`src/include/jpeg_defs.svh`:
```
// JPEG front end sizes
`ifndef JPEG_DEFS_SVH
`define JPEG_DEFS_SVH

// largest image handled, both must be multiples of 16
`define JPEG_SENSOR_X 64
`define JPEG_SENSOR_Y 32

// bits per sample
`define JPEG_DW 8

// level shift applied to every component
`define JPEG_BIAS 128

// luma store: two stripes of 16 lines, 8 samples per word
`define JPEG_Y_DEPTH (2 * 16 * `JPEG_SENSOR_X / 8)

// chroma store: two stripes of 8 lines at half width
// 8 samples per word
`define JPEG_UV_DEPTH (2 * 8 * `JPEG_SENSOR_X / 16)

`endif

```
`src/hdl/jpeg_pkg.sv`:
```
// JPEG front end types
package jpeg_pkg;

`include "jpeg_defs.svh"

    // one component sample
    typedef logic [`JPEG_DW-1:0] sample_t;

    // eight samples of one block row
    // sample 0 is leftmost and sits in the low byte
    typedef logic [8*`JPEG_DW-1:0] row_t;

    // full 8x8 block, index 0 is the top row
    typedef row_t [7:0] block_t;

    // raster position counters
    typedef logic [$clog2(`JPEG_SENSOR_X)-1:0] xcount_t;
    typedef logic [$clog2(`JPEG_SENSOR_Y)-1:0] ycount_t;

    // component tag carried with each row and block
    typedef enum logic [1:0] {
        Y = 2'd0,
        U = 2'd1,
        V = 2'd2
    } comp_t;

endpackage

```
`src/hdl/block_collector.sv`:
```
// 8x8 block assembly
`timescale 1ns/1ns

module block_collector (
    input  logic              clk,
    input  logic              resetn,
    input  jpeg_pkg::row_t    row,
    input  logic              row_valid,
    input  logic [2:0]        row_idx,
    input  jpeg_pkg::comp_t   row_comp,
    input  logic              blk_hold,
    output logic              row_hold,
    output jpeg_pkg::block_t  blk,
    output jpeg_pkg::comp_t   blk_comp,
    output logic              blk_valid
);

    import jpeg_pkg::*;

    logic       row_take;
    // next row index expected and tag of the block being filled
    logic [2:0] exp_idx;
    comp_t      fill_comp;

    // single slot, stall rows while a finished block waits
    assign row_hold = blk_valid & blk_hold;
    assign row_take = row_valid & ~row_hold;

    always_ff @(posedge clk) begin
        if (row_take) begin
            blk[row_idx] <= row;
            if (row_idx == 3'd7) begin
                blk_comp <= row_comp;
            end
        end
    end

    // full after row 7, cleared once taken
    always_ff @(posedge clk) begin
        if (!resetn) begin
            blk_valid <= 1'b0;
        end else if (row_take & (row_idx == 3'd7)) begin
            blk_valid <= 1'b1;
        end else if (!blk_hold) begin
            blk_valid <= 1'b0;
        end
    end

    always_ff @(posedge clk) begin
        if (!resetn) begin
            exp_idx <= '0;
        end else if (row_take) begin
            exp_idx <= row_idx + 1'b1;
        end
    end

    always_ff @(posedge clk) begin
        if (row_take & (row_idx == 3'd0)) begin
            fill_comp <= row_comp;
        end
    end

    // rows come in order and a block never mixes components
    a_row_order: assert property (@(posedge clk) disable iff (!resetn)
        row_take |-> row_idx == exp_idx)
        else $error("row index out of order");

    a_row_comp: assert property (@(posedge clk) disable iff (!resetn)
        row_take && row_idx != 3'd0 |-> row_comp == fill_comp)
        else $error("component changed inside a block");

endmodule

```
`config.mk`:
```
export PLATFORM = sky130hd
export DESIGN_NAME = block_collector
export DESIGN_NICKNAME = d
export VERILOG_FILES = /design/src/hdl/jpeg_pkg.sv /design/src/hdl/block_collector.sv
export VERILOG_INCLUDE_DIRS = /design/src /design/src/include
export SDC_FILE = /design/constraint.sdc
export NUM_CORES = 1
export LEC_CHECK = 0
export ABC_CLOCK_PERIOD_IN_PS = 23200
export BUFFER_PORTS_ARGS = -buffer_cell sky130_fd_sc_hd__buf_2
export CAP_MARGIN = 25
export CORE_AREA = 2 2 227 229
export DETAILED_ROUTE_END_ITERATION = 8
export DIE_AREA = 0 0 229 231
export GPL_TIMING_DRIVEN = 0
export HOLD_SLACK_MARGIN = 0.02
export PLACE_DENSITY = 0.51
export SETUP_SLACK_MARGIN = 0.5
export SYNTH_ARGS = -nofsm -noshare
export SYNTH_HDL_FRONTEND = slang
export SYNTH_SLANG_ARGS = --single-unit
```
`constraint.sdc`:
```
create_clock -name clk -period 23.2 [get_ports clk]
set_input_delay 1.16 -clock clk [delete_from_list [all_inputs] [get_ports clk]]
set_output_delay 1.16 -clock clk [all_outputs]
set_load 0.02 [all_outputs]
```
---- Word-level counts from Yosys, hierarchy flattened ----
Index checks and enable logic that the tools add are counted.
word-level totals
  flip-flop bits (word level) ............. 515
  output and inout bits ................... 516
  logic and storage cells ................. 25
cells by class
  magnitude comparators ................... 2
  equal/unequal tests ..................... 2
  mux-type cells .......................... 5
  bitwise logic cells ..................... 4
  reduce and logical (&&, ||, !) cells .... 2
operator list
  cell                  count
  $bwmux W512           1
  $demux W64 S3         1
  $mux W64              1
  $lt A3 B4 Y1 const B  1
  $and A1 B1 Y1         3
  $eq A3 B3 Y1 const B  1
  $ge A3 B1 Y1 const B  1
  $mux W1               2
  $ne A2 B1 Y1 const B  1
  $reduce_and A2 Y1     1
  $logic_and A1 B1 Y1   1
  $not A1 Y1            1

---- Depth between registers and ports, before layout ----
  depth after elaboration ................. 5
  mapped depth ............................ 3

---- Worst setup path before layout ----
OpenSTA, ideal clock, no wires.
  kind .................................... input-to-reg
  from .................................... in row_valid
  to ...................................... reg blk[0] in the netlist's numbering (enable)
  library setup time ...................... 651 ps
  data arrival time ....................... 7541 ps
  path slack .............................. 15008 ps
  stages .................................. 3
  path buffers ............................ 1
  path through ............................ a21bo_1 buf_6 nor4_1
between the ends
  cells in the longest elaborated chain, start to end .. 1
ends and longest elaborated chain
  what                            line                   RTL
  start: declaration              block_collector.sv:8   input logic row_valid,
  $and A1 B1 Y1                   block_collector.sv:27  assign row_take = row_valid & ~row_hold;
  end signal: indexed assignment  block_collector.sv:31  blk[row_idx] <= row;
  end: declaration                block_collector.sv:13  output jpeg_pkg::block_t blk,
Every way passes these cells.
A chain may end at the register's enable or synchronous reset.

---- Worst setup path after layout ----
  from .................................... in blk_hold
  to ...................................... reg blk[58] in the netlist's numbering (enable)
between the ends
  cells in the longest elaborated chain, start to end .. 3
ends and longest elaborated chain
  what                line                   RTL
  start: declaration  block_collector.sv:11  input logic blk_hold,
  $and A1 B1 Y1       block_collector.sv:26  assign row_hold = blk_valid & blk_hold;
  $not A1 Y1          block_collector.sv:27
  $and A1 B1 Y1       block_collector.sv:27
Every way passes these cells.

==> summary.md <==
| Metric | Value |
|---|---|
| Outcome | finished, final reports clean |
| Synth top area share | between 90% and 100% |
| CTS tree | built |
| Most frequent cells in the layout | buf_2, edfxtp_1, clkbuf_16, buf_6, clkinv_1 |
| Starting density of the core | between 30% and 40% |
| Total gr overflow | 0 |
| Post-route clock skew | between 10 and 15 ps |
| Max IR drop VDD | about 0.065 mV |
| Drt total wl | 40800 um |
| Count of nets after finishing | between 1000 and 1500 |
| Die width | ~230 um |
| Final hold violation count | 0 |
| Clk pin slew, worst setup/hold paths | around 60 ps |
| Hpwl dp | approximately 30000 um |
| Highest metal used | met5 |
| Slew HR | 37.8% |
| ANT nets after route | 0 |
| Slew @ Worst Pin | 929 ps |
| Htree depth | 2 |
| Post-Route Setup TNS | 0 ps |
| Fin crit period | between 2000 and 3000 ps |
| CP endpoint kind | flop |
| Synth warn | 0 |
| IO Port Bufs | 588 |
| FF+latch area | between 15000 and 20000 um2 |
| GP Congestion | about 0.75 |
| Clock tree buffer depth | 3 |
| Internal | ~1500 uW |
| # resized after CTS | 0 |
| Die height | 231 um |
| Switching Fraction | approximately a fifth |
| WS Path Type | input port to flop |
| Flops & latches, synth | 515 |
| Vias/cell | ~4.2 |
| Final core utilization | around 43% |
| Crit path max fanout | 9 |
| Syn Area/Cell | just under 30 um2 |
| Row cnt | 83 |
| Fillers | 4527 |
| Yosys cell types | 15 |
| Pwr dens | a little under 90 nW/um2 |
| All-Layer GR Usage | ~15% |
| Met1 Wirelength | between 15000 and 20000 um |
| Leak | 0.00819 uW |
| Largest net degree at the start of global routing | 14 |
| Synth top area cells | edfxtp_1, nor3_1, nor4b_4 |
| Type of the tightest min-delay check | flop to flop |
| Vias post-DR | ~8100 |
| Synthesized cell area | 15600 um2 |
| Critical path arrival | 3110 ps |
| Most common cell after layout, fill and taps aside | buf_2 |
| Sequential share of power | a little under three fifths |
| Share of cells above drive strength 1 | 57.0% |
| Sequential area share after synthesis | ~99% |
| Clock power frac | slightly above 40% |
| 1st-iter DRT viols | roughly 450 |
| Worst-Skew Late Latency | 570 ps |
| Worst endpoint required time | around 23000 ps |
| Global-route wire length before repair | ~57000 um |
| WHS | between 600 and 700 ps |
| CTS Hold Bufs | 0 |
| Max Clock Freq | 353 MHz |
| Fin crit share | between 10% and 20% |
| DP Worst Slack | between 15000 and 20000 ps |
| RSZ-0062 raised after global routing | no |
| Area growth syn-to-layout | 38.8% |
| First drt pass iteration count | 4 |
| WL met3 | 3710 um |
| Clock Tree Root | clkbuf_16 |
| Placed Cells | 1864 |
| Worst setup margin | 20360 ps |
| Pins Over Slew Limit | 0 |
| # DRC | 0 |
| Die Area | around 53000 um2 |
| Initial antenna violation count | 2 |
| Area of the multi-input gates | 169 um2 |
| P_sw | 389 uW |
| Core Footprint | around 51000 um2 |
| CP Launch Type | input port |
| Ant diodes | 0 |
| Drt wl/cell | between 20 and 25 um |
| Post-synth top area cell | edfxtp_1 |
| Cells after Synth | about 530 |
| Maxcap violations | 0 |
| Layout Cells excl Fill | a little under 2000 |
| Cts bufs inserted | between 50 and 60 |
| Num ports | about 590 |
| Post CTS Setup Buffer Count | 0 |
| CTS Sinks | roughly 520 |
| Number of global-route vias before repair | between 8000 and 9000 |
| Logic pwr share | 3.9% |
| Met2 wire length | 20700 um |
| Net count after synthesis | about 600 |
| Final setup fails | 0 |
stage by stage:
stage,cell area (um2),total power (uW)
after floorplan,15600,1100
after global placement,19400,1140
after detailed placement,20100,1140
after CTS,21700,1900
after global routing,21700,1940
final,21700,1880
power groups by stage:
stage          registers [uW]  clock network [uW]  logic (uW)
6_report                 1050                 759        74.3
3_3_place_gp             1070                   0        67.9
5_1_grt                  1050                 816        79.3
2_1_floorplan            1090                   0        7.53
4_1_cts                  1050                 780        75.9
3_5_place_dp             1070                   0        75.9
synthesized netlist by cell type:
library cell and instances:
nor4_1 1, inv_2 1, nor4b_4 1, nand2b_1 1, nor3_1 5, buf_6 1
dfxtp_1 1, and4_1 1, nor4b_2 1, nand2_1 1, o21a_1 1, a21bo_1 1
edfxtp_1 514, nor4_2 1, and2_1 1
layer usage:
metal  GRT usage, %  vias up
met5              0        -
met4           4.38        4
met3           5.74       70
met2           25.4      387
met1           17.2     4082
li1               -     3605
critical path: stages:
cell and delay, ps:
buf_2 100, a21bo_1 200, buf_6 160, nor4_2 430
buf_4 290, buf_4 200, buf_4 190, buf_4 190
buf_4 180
state kept, by name, indices dropped and copies added, names as in the netlist:
signal and cells:
blk 512, blk_comp 2, blk_valid 1
cell type report:
| class | instances | area share, % |
|---|---|---|
| inverters | 1 | 0.0173 |
| well taps | 680 | 3.93 |
| plain buffers | 1 | 0.0520 |
| multi-input cells | 15 | 0.780 |
| flip-flops and latches | 515 | 71.4 |
| repair buffers | 652 | 16.8 |
| clock inverters | 29 | 0.745 |
| clock buffers | 65 | 6.33 |
final timing paths:
kind                            slack (ps)  cells past startpoint                endpoint                   start
worst max-delay path                 20360                      9       blk[58]$_DFFE_PP_                blk_hold
worst min-delay path                   650                      2  blk_valid$_SDFFE_PN0P_  blk_valid$_SDFFE_PN0P_
worst max register to register       20740                      8       blk[58]$_DFFE_PP_  blk_valid$_SDFFE_PN0P_
worst min register to register         650                      2  blk_valid$_SDFFE_PN0P_  blk_valid$_SDFFE_PN0P_
cell families (layout without fill, tap and decap cells):
logic type             after synthesis  count (layout)  share of synthesized area [%]
AND/OR/NAND/NOR                     13              13                          0.690
flip-flops                         515             515                           99.1
buffers and inverters                2             748                         0.0962
AO/OA/AOI/OAI                        2               2                          0.112
Note: power is estimated with default switching activity, not from simulation.
