### config.mk
export PLATFORM = sky130hd
export DESIGN_NAME = raster_tracker
export DESIGN_NICKNAME = d
export VERILOG_FILES = /design/src/hdl/jpeg_pkg.sv /design/src/hdl/raster_tracker.sv
export VERILOG_INCLUDE_DIRS = /design/src /design/src/include
export SDC_FILE = /design/constraint.sdc
export NUM_CORES = 1
export LEC_CHECK = 0
export BUFFER_PORTS_ARGS = -buffer_cell sky130_fd_sc_hd__buf_2
export CAP_MARGIN = 20
export CORE_ASPECT_RATIO = 0.5
export CORE_MARGIN = 4
export CORE_UTILIZATION = 41
export CTS_CLUSTER_SIZE = 16
export DETAILED_ROUTE_END_ITERATION = 12
export HOLD_SLACK_MARGIN = 0.02
export PLACE_DENSITY_LB_ADDON = 0.2
export SLEW_MARGIN = 25
export SYNTH_ARGS = -nofsm -noshare
export SYNTH_HDL_FRONTEND = slang
export SYNTH_SLANG_ARGS = --single-unit
### constraint.sdc
create_clock -name clk -period 2.1 [get_ports clk]
set_input_delay 0 -clock clk [delete_from_list [all_inputs] [get_ports clk]]
set_output_delay 0 -clock clk [all_outputs]
set_load 0.03 [all_outputs]
### src/include/jpeg_defs.svh
// JPEG front end sizes
`ifndef JPEG_DEFS_SVH
`define JPEG_DEFS_SVH

// largest image handled, both must be multiples of 16
`define JPEG_SENSOR_X 64
`define JPEG_SENSOR_Y 32

// bits per sample
`define JPEG_DW 8

// level shift applied to every component
`define JPEG_BIAS 128

// luma store: two stripes of 16 lines, 8 samples per word
`define JPEG_Y_DEPTH (2 * 16 * `JPEG_SENSOR_X / 8)

// chroma store: two stripes of 8 lines at half width
// 8 samples per word
`define JPEG_UV_DEPTH (2 * 8 * `JPEG_SENSOR_X / 16)

`endif

### src/hdl/jpeg_pkg.sv
// JPEG front end types
package jpeg_pkg;

`include "jpeg_defs.svh"

    // one component sample
    typedef logic [`JPEG_DW-1:0] sample_t;

    // eight samples of one block row
    // sample 0 is leftmost and sits in the low byte
    typedef logic [8*`JPEG_DW-1:0] row_t;

    // full 8x8 block, index 0 is the top row
    typedef row_t [7:0] block_t;

    // raster position counters
    typedef logic [$clog2(`JPEG_SENSOR_X)-1:0] xcount_t;
    typedef logic [$clog2(`JPEG_SENSOR_Y)-1:0] ycount_t;

    // component tag carried with each row and block
    typedef enum logic [1:0] {
        Y = 2'd0,
        U = 2'd1,
        V = 2'd2
    } comp_t;

endpackage

### src/hdl/raster_tracker.sv
// Raster position and 4:2:0 decimation
`timescale 1ns/1ns

module raster_tracker (
    input  logic              clk,
    input  logic              resetn,
    input  logic              sof,
    input  logic              px_valid,
    input  jpeg_pkg::sample_t px_y,
    input  jpeg_pkg::sample_t px_u,
    input  jpeg_pkg::sample_t px_v,
    input  jpeg_pkg::xcount_t x_size_m1,
    input  jpeg_pkg::ycount_t y_size_m1,
    input  logic              buf_hold,
    output logic              in_hold,
    output jpeg_pkg::sample_t s_y,
    output jpeg_pkg::sample_t s_u,
    output jpeg_pkg::sample_t s_v,
    output logic [2:0]        s_valid,
    output jpeg_pkg::xcount_t pix_cnt,
    output jpeg_pkg::ycount_t line_cnt
);

    import jpeg_pkg::*;

    // position of the next expected pixel
    xcount_t x_q;
    ycount_t y_q;
    logic    accept;

    // only full stripe halves push back on the source
    assign in_hold = buf_hold;
    assign accept  = px_valid & ~buf_hold;

    // sof forces the current pixel to the frame origin
    assign pix_cnt  = sof ? '0 : x_q;
    assign line_cnt = sof ? '0 : y_q;

    assign s_y = px_y;
    assign s_u = px_u;
    assign s_v = px_v;

    // luma on every accepted pixel
    // chroma only on even column of even line
    assign s_valid[0] = accept;
    assign s_valid[1] = accept & ~pix_cnt[0] & ~line_cnt[0];
    assign s_valid[2] = accept & ~pix_cnt[0] & ~line_cnt[0];

    always_ff @(posedge clk) begin
        if (!resetn) begin
            x_q <= '0;
            y_q <= '0;
        end else if (accept) begin
            if (pix_cnt == x_size_m1) begin
                // wrap to the start of the next line
                x_q <= '0;
                y_q <= line_cnt + 1'b1;
            end else begin
                x_q <= pix_cnt + 1'b1;
                y_q <= line_cnt;
            end
        end
    end

    // no pixel past the last line unless a new frame starts
    a_line_range: assert property (@(posedge clk) disable iff (!resetn)
        accept |-> line_cnt <= y_size_m1)
        else $error("pixel accepted beyond y_size_m1");

    // sof is only meaningful together with a pixel
    a_sof_valid: assert property (@(posedge clk) disable iff (!resetn)
        sof |-> px_valid)
        else $error("sof without px_valid");

endmodule

== After elaboration in Yosys (flattened, before gate mapping) ==
Index checks and enable logic that the tools add are counted.
Word-level totals
  register bits after elaboration: 11
  latch bits: 0
  bits in writable memories: 0
  memory bits (read-only): 0
  input bits: 40
  output and inout port bits: 39
  word-level logic and storage cells: 15
  memories: 0
Operators by class
  add/subtract/negate cells: 2
  multipliers: 0
  div/mod/pow operators: 0
  order comparisons: 0
  equal/unequal tests: 1
  shifts and indexed selects: 0
  mux-type cells: 4
  bitwise logic cells: 6
  reductions and logical operators: 0
Operators by type and width (number)
  two-way mux 6 bit: 2
  two-way mux 5 bit: 2
  adder 6 x 1 -> 6 bit, second input constant: 1
  == test 6 bit: 1
  adder 5 x 1 -> 5 bit, second input constant: 1
  bitwise AND 1 bit: 3
  inverter 1 bit: 3

== Depth between registers and ports, before layout ==
Gate-level depths: netlist of run 1.
  depth in word-level cells: 4
  depth in mapped cells: 9
  mapped depth without buffers: 7

== Worst setup path after synthesis of run 1 ==
OpenSTA, ideal clock, no wires.
  path kind: flip-flop to flip-flop
  start point: reg x_q[0]
  end point: reg x_q[4]
  arrival: 1.700 ns
  path slack: 0.280 ns
  cell stages (with the launch flop): 7
  clock period less this slack: 1.820 ns
  path through: dfxtp_1 nor2b_1 ha_1 nand3_1 xnor2_1 o211ai_1 a21oi_1
Between the ends
  longest elaborated chain between the ends: 3
  elaborated cells between the ends (all ways): 4
  those cells by class: 1 x add/sub; 1 x eq/ne; 2 x mux
Ends and longest elaborated chain
  start, declared: line raster_tracker.sv:27  | xcount_t x_q;
  start signal, assigned: line raster_tracker.sv:59  | x_q <= pix_cnt + 1'b1;
  two-way mux 6 bit *: line raster_tracker.sv:36  | assign pix_cnt = sof ? '0 : x_q;
  via pix_cnt[0]: line raster_tracker.sv:20  | output jpeg_pkg::xcount_t pix_cnt,
  adder 6 x 1 -> 6 bit / == test 6 bit (equally long branches): line raster_tracker.sv:59, raster_tracker.sv:54
  two-way mux 6 bit *: line raster_tracker.sv:54  | if (pix_cnt == x_size_m1) begin
Mark *: on every way through the listed nets, which the timed path passes. The rest lies on a longest branch.
A chain may end at the register's enable or synchronous reset.

== Worst setup path after layout of run 1 ==
  start point: reg x_q[3]
  end point: reg y_q[0]
Between the ends
  longest elaborated chain between the ends: 3
Ends and longest elaborated chain
  two-way mux 6 bit: line raster_tracker.sv:36
  == test 6 bit: line raster_tracker.sv:54
  two-way mux 5 bit: line raster_tracker.sv:54
  end signal, assigned: line raster_tracker.sv:57  | y_q <= line_cnt + 1'b1;
  end signal, assigned: line raster_tracker.sv:60  | y_q <= line_cnt;
  end, declared: line raster_tracker.sv:28  | ycount_t y_q;
Every way passes these cells.

==> run summary, run 1 <==
==========================================================================================
Run status .................................................................. complete, no violations
Leakage power ...............................................................    0.5249 nW
Count of input and output buffers ...........................................           25
Number of buffers between clock root and the deepest sink ...................            2
Wire length of the first global-routing pass ................................     4.195 mm
Remaining design rule violation count .......................................            0
Gr usage total ..............................................................       15.11%
Clock edge transition at the registers on the reported setup and hold paths .        50 ps
Final period utilization ....................................................       84.46%
Launch point of the worst path ..............................................       x_q[3]
Initial standard-cell utilization of the core ...............................       46.10%
Ordered cell list for the critical path ..................................... o21bai_1 > a22o_1 > o22ai_2 > mux2i_1 > a21oi_1
Predominant post-synthesis flop cell ........................................ sky130_fd_sc_hd__dfxtp_1
Clock root buffer ........................................................... sky130_fd_sc_hd__clkbuf_8
Synthesized instance count ..................................................          146
Clock insertion delay at the later pin of the skew report ...................       240 ps
Number of endpoints with negative hold slack in the final report ............            0
Maximum clock rate ..........................................................   0.5638 GHz
Highest-delay cell along the critical path .................................. sky130_fd_sc_hd__o22ai_2
Final critical-path setup slack .............................................     326.4 ps
Sort of element at the start of the critical path ...........................    flip-flop
Fin crit period .............................................................      1774 ps
Count of cell types in the netlist ..........................................           38
Post-synth top area share ...................................................       20.14%
Layout-stage area growth over the synthesis result ..........................       20.25%
Clock tree from TritonCTS ...................................................        built
DR vias .....................................................................        1,048
Synth area leaders .......................................................... sky130_fd_sc_hd__dfxtp_1 (20%), sky130_fd_sc_hd__buf_4 (20%), sky130_fd_sc_hd__nand2_1 (7.6%), sky130_fd_sc_hd__nor2b_1 (6.3%), sky130_fd_sc_hd__a21oi_1 (4.6%)
Switching fraction of total power ...........................................       32.96%
Number of flops mapped to enable cells by yosys .............................            0
Type of the setup path with the least slack ................................. flip-flop to flip-flop
Sequential group share of total power .......................................        35.6%
Total die area ..............................................................     3608 µm²
Data required time at the worst endpoint ....................................      2220 ps
Category of the worst setup path capture point ..............................    flip-flop
GPL Wtd Cong ................................................................       0.7337
Worst hold slack ............................................................     52.54 ps
Family with the most delay on the worst path ................................ compound AO/OA/AOI/OAI gates
Arrival time at the worst endpoint ..........................................      1900 ps
Pin count of the biggest net entering global routing ........................           19
Setup clock skew after layout ...............................................     2.203 ps
Cell Rows ...................................................................           12
Area of the mapped netlist ..................................................     1094 µm²
Via density .................................................................        5.188
Max capacitance violation total .............................................            0
Fraction of synthesis flops using an asynchronous set or reset pin ..........           0%
Number of instances on the worst hold path ..................................            3
Clock buffers created by TritonCTS ..........................................            3
Via count of the first global-routing pass ..................................          939
CTS sink cnt ................................................................           11
Ratio of cells with drive above 1 in the final layout .......................       20.96%
Starting DRC count in detailed routing ......................................           74
HPWL after detailed placement ...............................................     1.783 mm
Total wirelength of the detailed-routed design ..............................     2.727 mm
Core area ...................................................................     2372 µm²
CP Buf/Inv Count ............................................................            0
Setup tns final .............................................................         0 ps
Number of cells on the worst reg-to-reg path ................................            5
Count of yosys warnings during synthesis ....................................            0
Floorplan die width .........................................................     81.04 µm
Leading cell type in the layout, fill and taps excluded ..................... sky130_fd_sc_hd__buf_2
Number of top-level pins ....................................................           79
Mean area per synthesized cell ..............................................    7.490 µm²
Max IR drop VDD .............................................................    0.2811 mV
Critical Path Stages ........................................................            5
Normalized max-slew margin ..................................................       58.87%
Post-synthesis sequential area ratio ........................................       20.14%
Switch Pwr ..................................................................  0.0001978 W
Antenna-violating nets left .................................................            0
Antenna violations before repair ............................................            0
Commonest non-fill, non-tap cells in the layout ............................. sky130_fd_sc_hd__buf_2 (25), sky130_fd_sc_hd__dlygate4sd3_1 (24), sky130_fd_sc_hd__nand2_1 (22), sky130_fd_sc_hd__nor2b_1 (11), sky130_fd_sc_hd__dfxtp_1 (11)
Final routed wire length divided by cell count ..............................     13.50 µm
CP max FO ...................................................................           13
RSZ-0062 raised after global routing ........................................           no
Grt total ovfl ..............................................................            0
Total power per unit cell area .............................................. 456.5 nW/µm²
Net total in the final layout ...............................................          210
Classification of the worst-slack hold path ................................. primary input to flip-flop
Portion of total power attributed to combinational logic ....................        28.1%
CP peak stage delay .........................................................       530 ps
Number of iterations in the first detailed-routing pass .....................            4
Register bit total from synthesis ...........................................           11
Number of H-tree levels .....................................................            1
Cell taking the most area after synthesis ................................... sky130_fd_sc_hd__dfxtp_1
Final-report setup violation count ..........................................            0
Fraction of power consumed by the clock network .............................        36.3%
Worst slew pin tran .........................................................     616.9 ps
Internal cell power .........................................................  0.0004024 W
Hold Startpoint .............................................................       resetn
Max-slew violation count ....................................................            0
Setup Slack @ Placement .....................................................     333.6 ps
Y dimension of the die ......................................................     44.52 µm
Reg-to-reg startpoint .......................................................       x_q[3]
Diode insertion count for antenna repair ....................................            0
Nets in the synthesized netlist .............................................          188
==========================================================================================
per-stage QoR:
step	instance area, µm²	util, %	std cells	total power (W)
2_1_floorplan	1094	-	146	0.0003586
3_3_place_gp	1030	43.41	174	0.0002981
3_5_place_dp	1030	43.41	174	0.0002985
4_1_cts	1315	55.43	202	0.0006063
5_1_grt	1315	55.43	202	0.0006290
6_report	1315	55.43	202	0.0006002
cells by family (layout without fill, tap and decap cells):
kind of cell | Yosys count | count (layout) | share of synthesized area, %
AOI/OAI and AO/OA | 30 | 30 | 17.51
xor gates and xnor gates | 5 | 5 | 4.005
adders and majority gates | 2 | 2 | 2.288
buffers and inverters | 36 | 57 | 23.34
DFF | 11 | 11 | 20.14
muxes | 4 | 4 | 3.661
and+or+nand+nor | 58 | 58 | 29.06
what timing repair did:
item	4_1_cts	5_1_grt
gates resized for setup	0	0
setup buffers	0	0
hold buffers	24	0
endpoints found under the hold margin	24	0
setup endpoints to repair	0	0
power groups by stage:
stage	logic, W	clock network [W]	registers, W
detailed placement	0.0000806	0	0.000218
CTS	0.000170	0.000223	0.000213
global placement	0.0000801	0	0.000218
floorplan	0.000141	0	0.000217
global route	0.000180	0.000235	0.000214
finish	0.000169	0.000218	0.000214
worst paths after layout:
path,slack [ps],to
hold / removal,50,y_q[4]
setup reg to reg,330,y_q[0]
hold reg to reg,490,y_q[4]
setup / recovery,330,y_q[0]
state kept, by name (all words and copies together), names as in the netlist:
signal  count
x_q         6
y_q         5
worst register-to-register path, delay by kind of cell, from the launching register on:
| kind | cells | cell delay (ps) |
|---|---|---|
| AOI/OAI and AO/OA | 4 | 940 |
| DFF | 1 | 450 |
| muxes | 1 | 260 |
routing by layer:
metal  up-vias  GRT usage, %  part of all wire (%)
met3         2         5.488                    11
met1       459         20.05                    45
met5         -             0                     0
met2        66         23.16                    43
met4         0         4.040                  0.84
li1        521             -                     -
layout make-up:
class	count	area (µm²)
clock buffer	4	45.04
fill	232	1057
inverter	2	7.507
multi-input combinational	99	618.1
sequential	11	220.2
tap	35	43.79
timing repair buffer	51	380.4
synth_stat cells, drive strengths merged (3+ instances only):
cell / n
nor3: 5
or3: 3
xnor2: 3
nand2: 22
nor2b: 11
a21oi: 10
mux2i: 4
nand3: 4
o21bai: 3
o21ai: 6
dfxtp: 11
nor2: 4
buf: 33
Note: power is estimated with default switching activity, not from simulation.
==> inputs of run 2 (changes only) <==
--- a/config.mk
+++ b/config.mk
@@ -10,7 +10,7 @@
 export CAP_MARGIN = 20
 export CORE_ASPECT_RATIO = 0.5
 export CORE_MARGIN = 4
-export CORE_UTILIZATION = 41
+export CORE_UTILIZATION = 37
 export CTS_CLUSTER_SIZE = 16
 export DETAILED_ROUTE_END_ITERATION = 12
 export HOLD_SLACK_MARGIN = 0.02
==> constraint.sdc (replaced) <==
create_clock -name clk -period 1.5 [get_ports clk]
set_input_delay 0 -clock clk [delete_from_list [all_inputs] [get_ports clk]]
set_output_delay 0 -clock clk [all_outputs]
set_load 0.03 [all_outputs]
==> run 2 against run 1 <==
Against the previous run: the flow now finishes with violations (setup timing); largest cell class unchanged; critical endpoint unchanged; cell area is 27% higher; clock-buffer cell count stayed put; fmax is 17% higher.
==> run summary, run 2 (synthesized netlist as in run 1, its figures left out) <==
==========================================================================================
Antenna violations before repair ............................................            0   unchanged
Total die area ..............................................................     3942 µm²   was 3608 µm²
Initial standard-cell utilization of the core ...............................       40.50%   was 46.10%
Via density .................................................................        5.194   was 5.188
Pin count of the biggest net entering global routing ........................           11   was 19
Setup clock skew after layout ...............................................     2.432 ps   was 2.203 ps
Filler cells ................................................................          237   was 232
Fraction of power consumed by the clock network .............................        33.2%   was 36.3%
Routing usage on met2 .......................................................       24.73%   was 23.16%
Via count of the first global-routing pass ..................................        1,028   was 939
Number of H-tree levels .....................................................            1   unchanged
Final period utilization ....................................................       100.7%   was 84.46%
Family with the most delay on the worst path ................................ compound AO/OA/AOI/OAI gates   unchanged
Leading cell type in the layout, fill and taps excluded ..................... sky130_fd_sc_hd__buf_2   unchanged
Commonest non-fill, non-tap cells in the layout ............................. sky130_fd_sc_hd__buf_2 (25), sky130_fd_sc_hd__dlygate4sd3_1 (24), sky130_fd_sc_hd__nand2_1 (21), sky130_fd_sc_hd__buf_4 (21), sky130_fd_sc_hd__a21oi_1 (10)   was sky130_fd_sc_hd__buf_2 (25), sky130_fd_sc_hd__dlygate4sd3_1 (24), sky130_fd_sc_hd__nand2_1 (22), sky130_fd_sc_hd__nor2b_1 (11), sky130_fd_sc_hd__dfxtp_1 (11)
CP max FO ...................................................................            6   was 13
Classification of the worst-slack hold path ................................. primary input to flip-flop   unchanged
Total power per unit cell area .............................................. 534.8 nW/µm²   was 456.5 nW/µm²
Portion of total power attributed to combinational logic ....................        33.7%   was 28.1%
Data required time at the worst endpoint ....................................      1620 ps   was 2220 ps
Top register by number of flip-flops ........................................          x_q   unchanged
Category of the worst setup path capture point ..............................    flip-flop   unchanged
Switching fraction of total power ...........................................       33.01%   was 32.96%
Internal cell power .........................................................  0.0005993 W   was 0.0004024 W
Most used routing layer .....................................................         met2   unchanged
Y dimension of the die ......................................................     46.44 µm   was 44.52 µm
DR vias .....................................................................        1,179   was 1,048
Placed instance count .......................................................          191   was 174
CP peak stage delay .........................................................       350 ps   was 530 ps
Floorplan die width .........................................................     84.89 µm   was 81.04 µm
Ratio of cells with drive above 1 in the final layout .......................       40.53%   was 20.96%
Placed Area .................................................................     1197 µm²   was 1030 µm²
Sequential Area .............................................................    230.2 µm²   was 220.2 µm²
Total wirelength of the detailed-routed design ..............................     3.077 mm   was 2.727 mm
Final routed wire length divided by cell count ..............................     13.56 µm   was 13.50 µm
Leakage power ...............................................................    0.6638 nW   was 0.5249 nW
RSZ-0062 raised after global routing ........................................          yes   was no
CTS sink cnt ................................................................           11   unchanged
Number of buffers between clock root and the deepest sink ...................            2   unchanged
Remaining design rule violation count .......................................            0   unchanged
Flip-flop count of the largest register, all copies and words added .........            6   unchanged
Highest-delay cell along the critical path .................................. sky130_fd_sc_hd__dfxtp_2   was sky130_fd_sc_hd__o22ai_2
Max IR drop VDD .............................................................    0.4614 mV   was 0.2811 mV
Maximum clock rate ..........................................................   0.6618 GHz   was 0.5638 GHz
Cell Rows ...................................................................           13   was 12
Clock buffers created by TritonCTS ..........................................            3   unchanged
Total chip power ............................................................  0.0008947 W   was 0.0006002 W
Gr usage total ..............................................................       14.69%   was 15.11%
Normalized max-slew margin ..................................................       78.18%   was 58.87%
Clock insertion delay at the later pin of the skew report ...................       240 ps   about the same
Post-Layout Inst Area .......................................................     1673 µm²   was 1315 µm²
Sort of element at the start of the critical path ...........................    flip-flop   unchanged
Final-report setup violation count ..........................................            1   was 0
CP Buf/Inv Count ............................................................            1   was 0
Core area ...................................................................     2700 µm²   was 2372 µm²
Clock tree from TritonCTS ...................................................        built   unchanged
Met1 routing resource usage after global routing ............................       19.06%   was 20.05%
Layout-stage area growth over the synthesis result ..........................       52.97%   was 20.25%
Type of the setup path with the least slack ................................. flip-flop to flip-flop   unchanged
HPWL after detailed placement ...............................................     1.964 mm   was 1.783 mm
Arrival time at the worst endpoint ..........................................      1630 ps   was 1900 ps
Diode insertion count for antenna repair ....................................            0   unchanged
Final critical-path setup slack .............................................    -11.13 ps   was 326.4 ps
Worst slew pin tran .........................................................     326.2 ps   was 616.9 ps
Clock edge transition at the registers on the reported setup and hold paths .        50 ps   about the same
Max capacitance violation total .............................................            0   unchanged
Starting DRC count in detailed routing ......................................           94   was 74
Setup Slack @ Placement .....................................................    -201.6 ps   was 333.6 ps
Largest regs ................................................................ x_q x6, y_q x5   unchanged
Register-to-Register Setup Slack ............................................       -10 ps   was 330 ps
Clock root buffer ........................................................... sky130_fd_sc_hd__clkbuf_8   unchanged
Max-slew violation count ....................................................            0   unchanged
Run status .................................................................. finished, violations left   was complete, no violations
Count of input and output buffers ...........................................           25   unchanged
Met3 track utilization from global routing ..................................       4.464%   was 5.488%
Number of top-level pins ....................................................           79   unchanged
Number of iterations in the first detailed-routing pass .....................            5   was 4
Wire length of the first global-routing pass ................................     4.498 mm   was 4.195 mm
Number of endpoints with negative hold slack in the final report ............            0   unchanged
Final cell count without fillers ............................................          227   was 202
Violations in the final reports ............................................. setup timing
Net total in the final layout ...............................................          233   was 210
Fin crit period .............................................................      1511 ps   was 1774 ps
Antenna-violating nets left .................................................            0   unchanged
Ordered cell list for the critical path ..................................... o21bai_1 > a22o_1 > buf_4 > o22ai_4 > mux2i_1 > a21oi_1   was o21bai_1 > a22o_1 > o22ai_2 > mux2i_1 > a21oi_1
GPL Wtd Cong ................................................................       0.7400   was 0.7337
Grt total ovfl ..............................................................            0   unchanged
Multi-input gate area in the final layout ...................................    769.5 µm²   was 618.1 µm²
Sequential group share of total power .......................................        33.1%   was 35.6%
Switch Pwr ..................................................................  0.0002953 W   was 0.0001978 W
==========================================================================================
==> run 2: final cells by class <==
type / count / share of cell area [%]
clock buffer: 4 / 2.693
tap: 37 / 2.767
inverter: 2 / 0.4488
multi-input combinational: 100 / 46.00
timing repair buffer: 73 / 34.33
sequential: 11 / 13.76
==> run 2: worst paths after layout <==
| path | start | to | cells past startpoint |
|---|---|---|---|
| max reg2reg | x_q[0] | y_q[0] | 6 |
| min | resetn | y_q[4] | 3 |
| max | x_q[0] | y_q[0] | 6 |
| min reg2reg | y_q[4] | y_q[4] | 2 |
==> run 2: power by group through the flow <==
stage                     Sequential (W)  Clock, W  Combinational (W)
after floorplan                 0.000304         0           0.000203
after global placement          0.000304         0           0.000146
after detailed placement        0.000304         0           0.000147
after CTS                       0.000297  0.000305           0.000289
after global routing            0.000296  0.000324           0.000319
final                           0.000296  0.000297           0.000302
==> run 2: layer usage <==
metal	vias up	routed length [µm]	part of all wire, %
li1	572	-	-
met1	519	1325	43
met2	88	1385	45
met3	0	365	12
met4	0	0	0
met5	-	0	0
==> run 2: worst register-to-register path, cell delays in order, from the launching register on <==
cell	delay, ps
sky130_fd_sc_hd__dfxtp_2	350
sky130_fd_sc_hd__o21bai_1	80
sky130_fd_sc_hd__a22o_1	280
sky130_fd_sc_hd__buf_4	160
sky130_fd_sc_hd__o22ai_4	230
sky130_fd_sc_hd__mux2i_1	210
sky130_fd_sc_hd__a21oi_1	80
==> run 2: metrics by stage <==
step	utilization, %	hold WS, ps	setup TNS (ps)
floorplan	-	131.7	-209.9
global placement	44.35	0.3539	-545.0
detailed placement	44.35	0.3539	-1238
CTS	58.43	49.17	-90.35
global route	61.96	51.66	-280.7
finish	61.96	50.60	-11.13
==> run 2: timing repair <==
item	in CTS	in global routing
buffers inserted	3	4
cloned	1	0
hold buffers	24	0
resized for setup	14	11
endpoints found under the setup margin	11	11
hold endpoints to repair	24	0
pin swaps	8	12
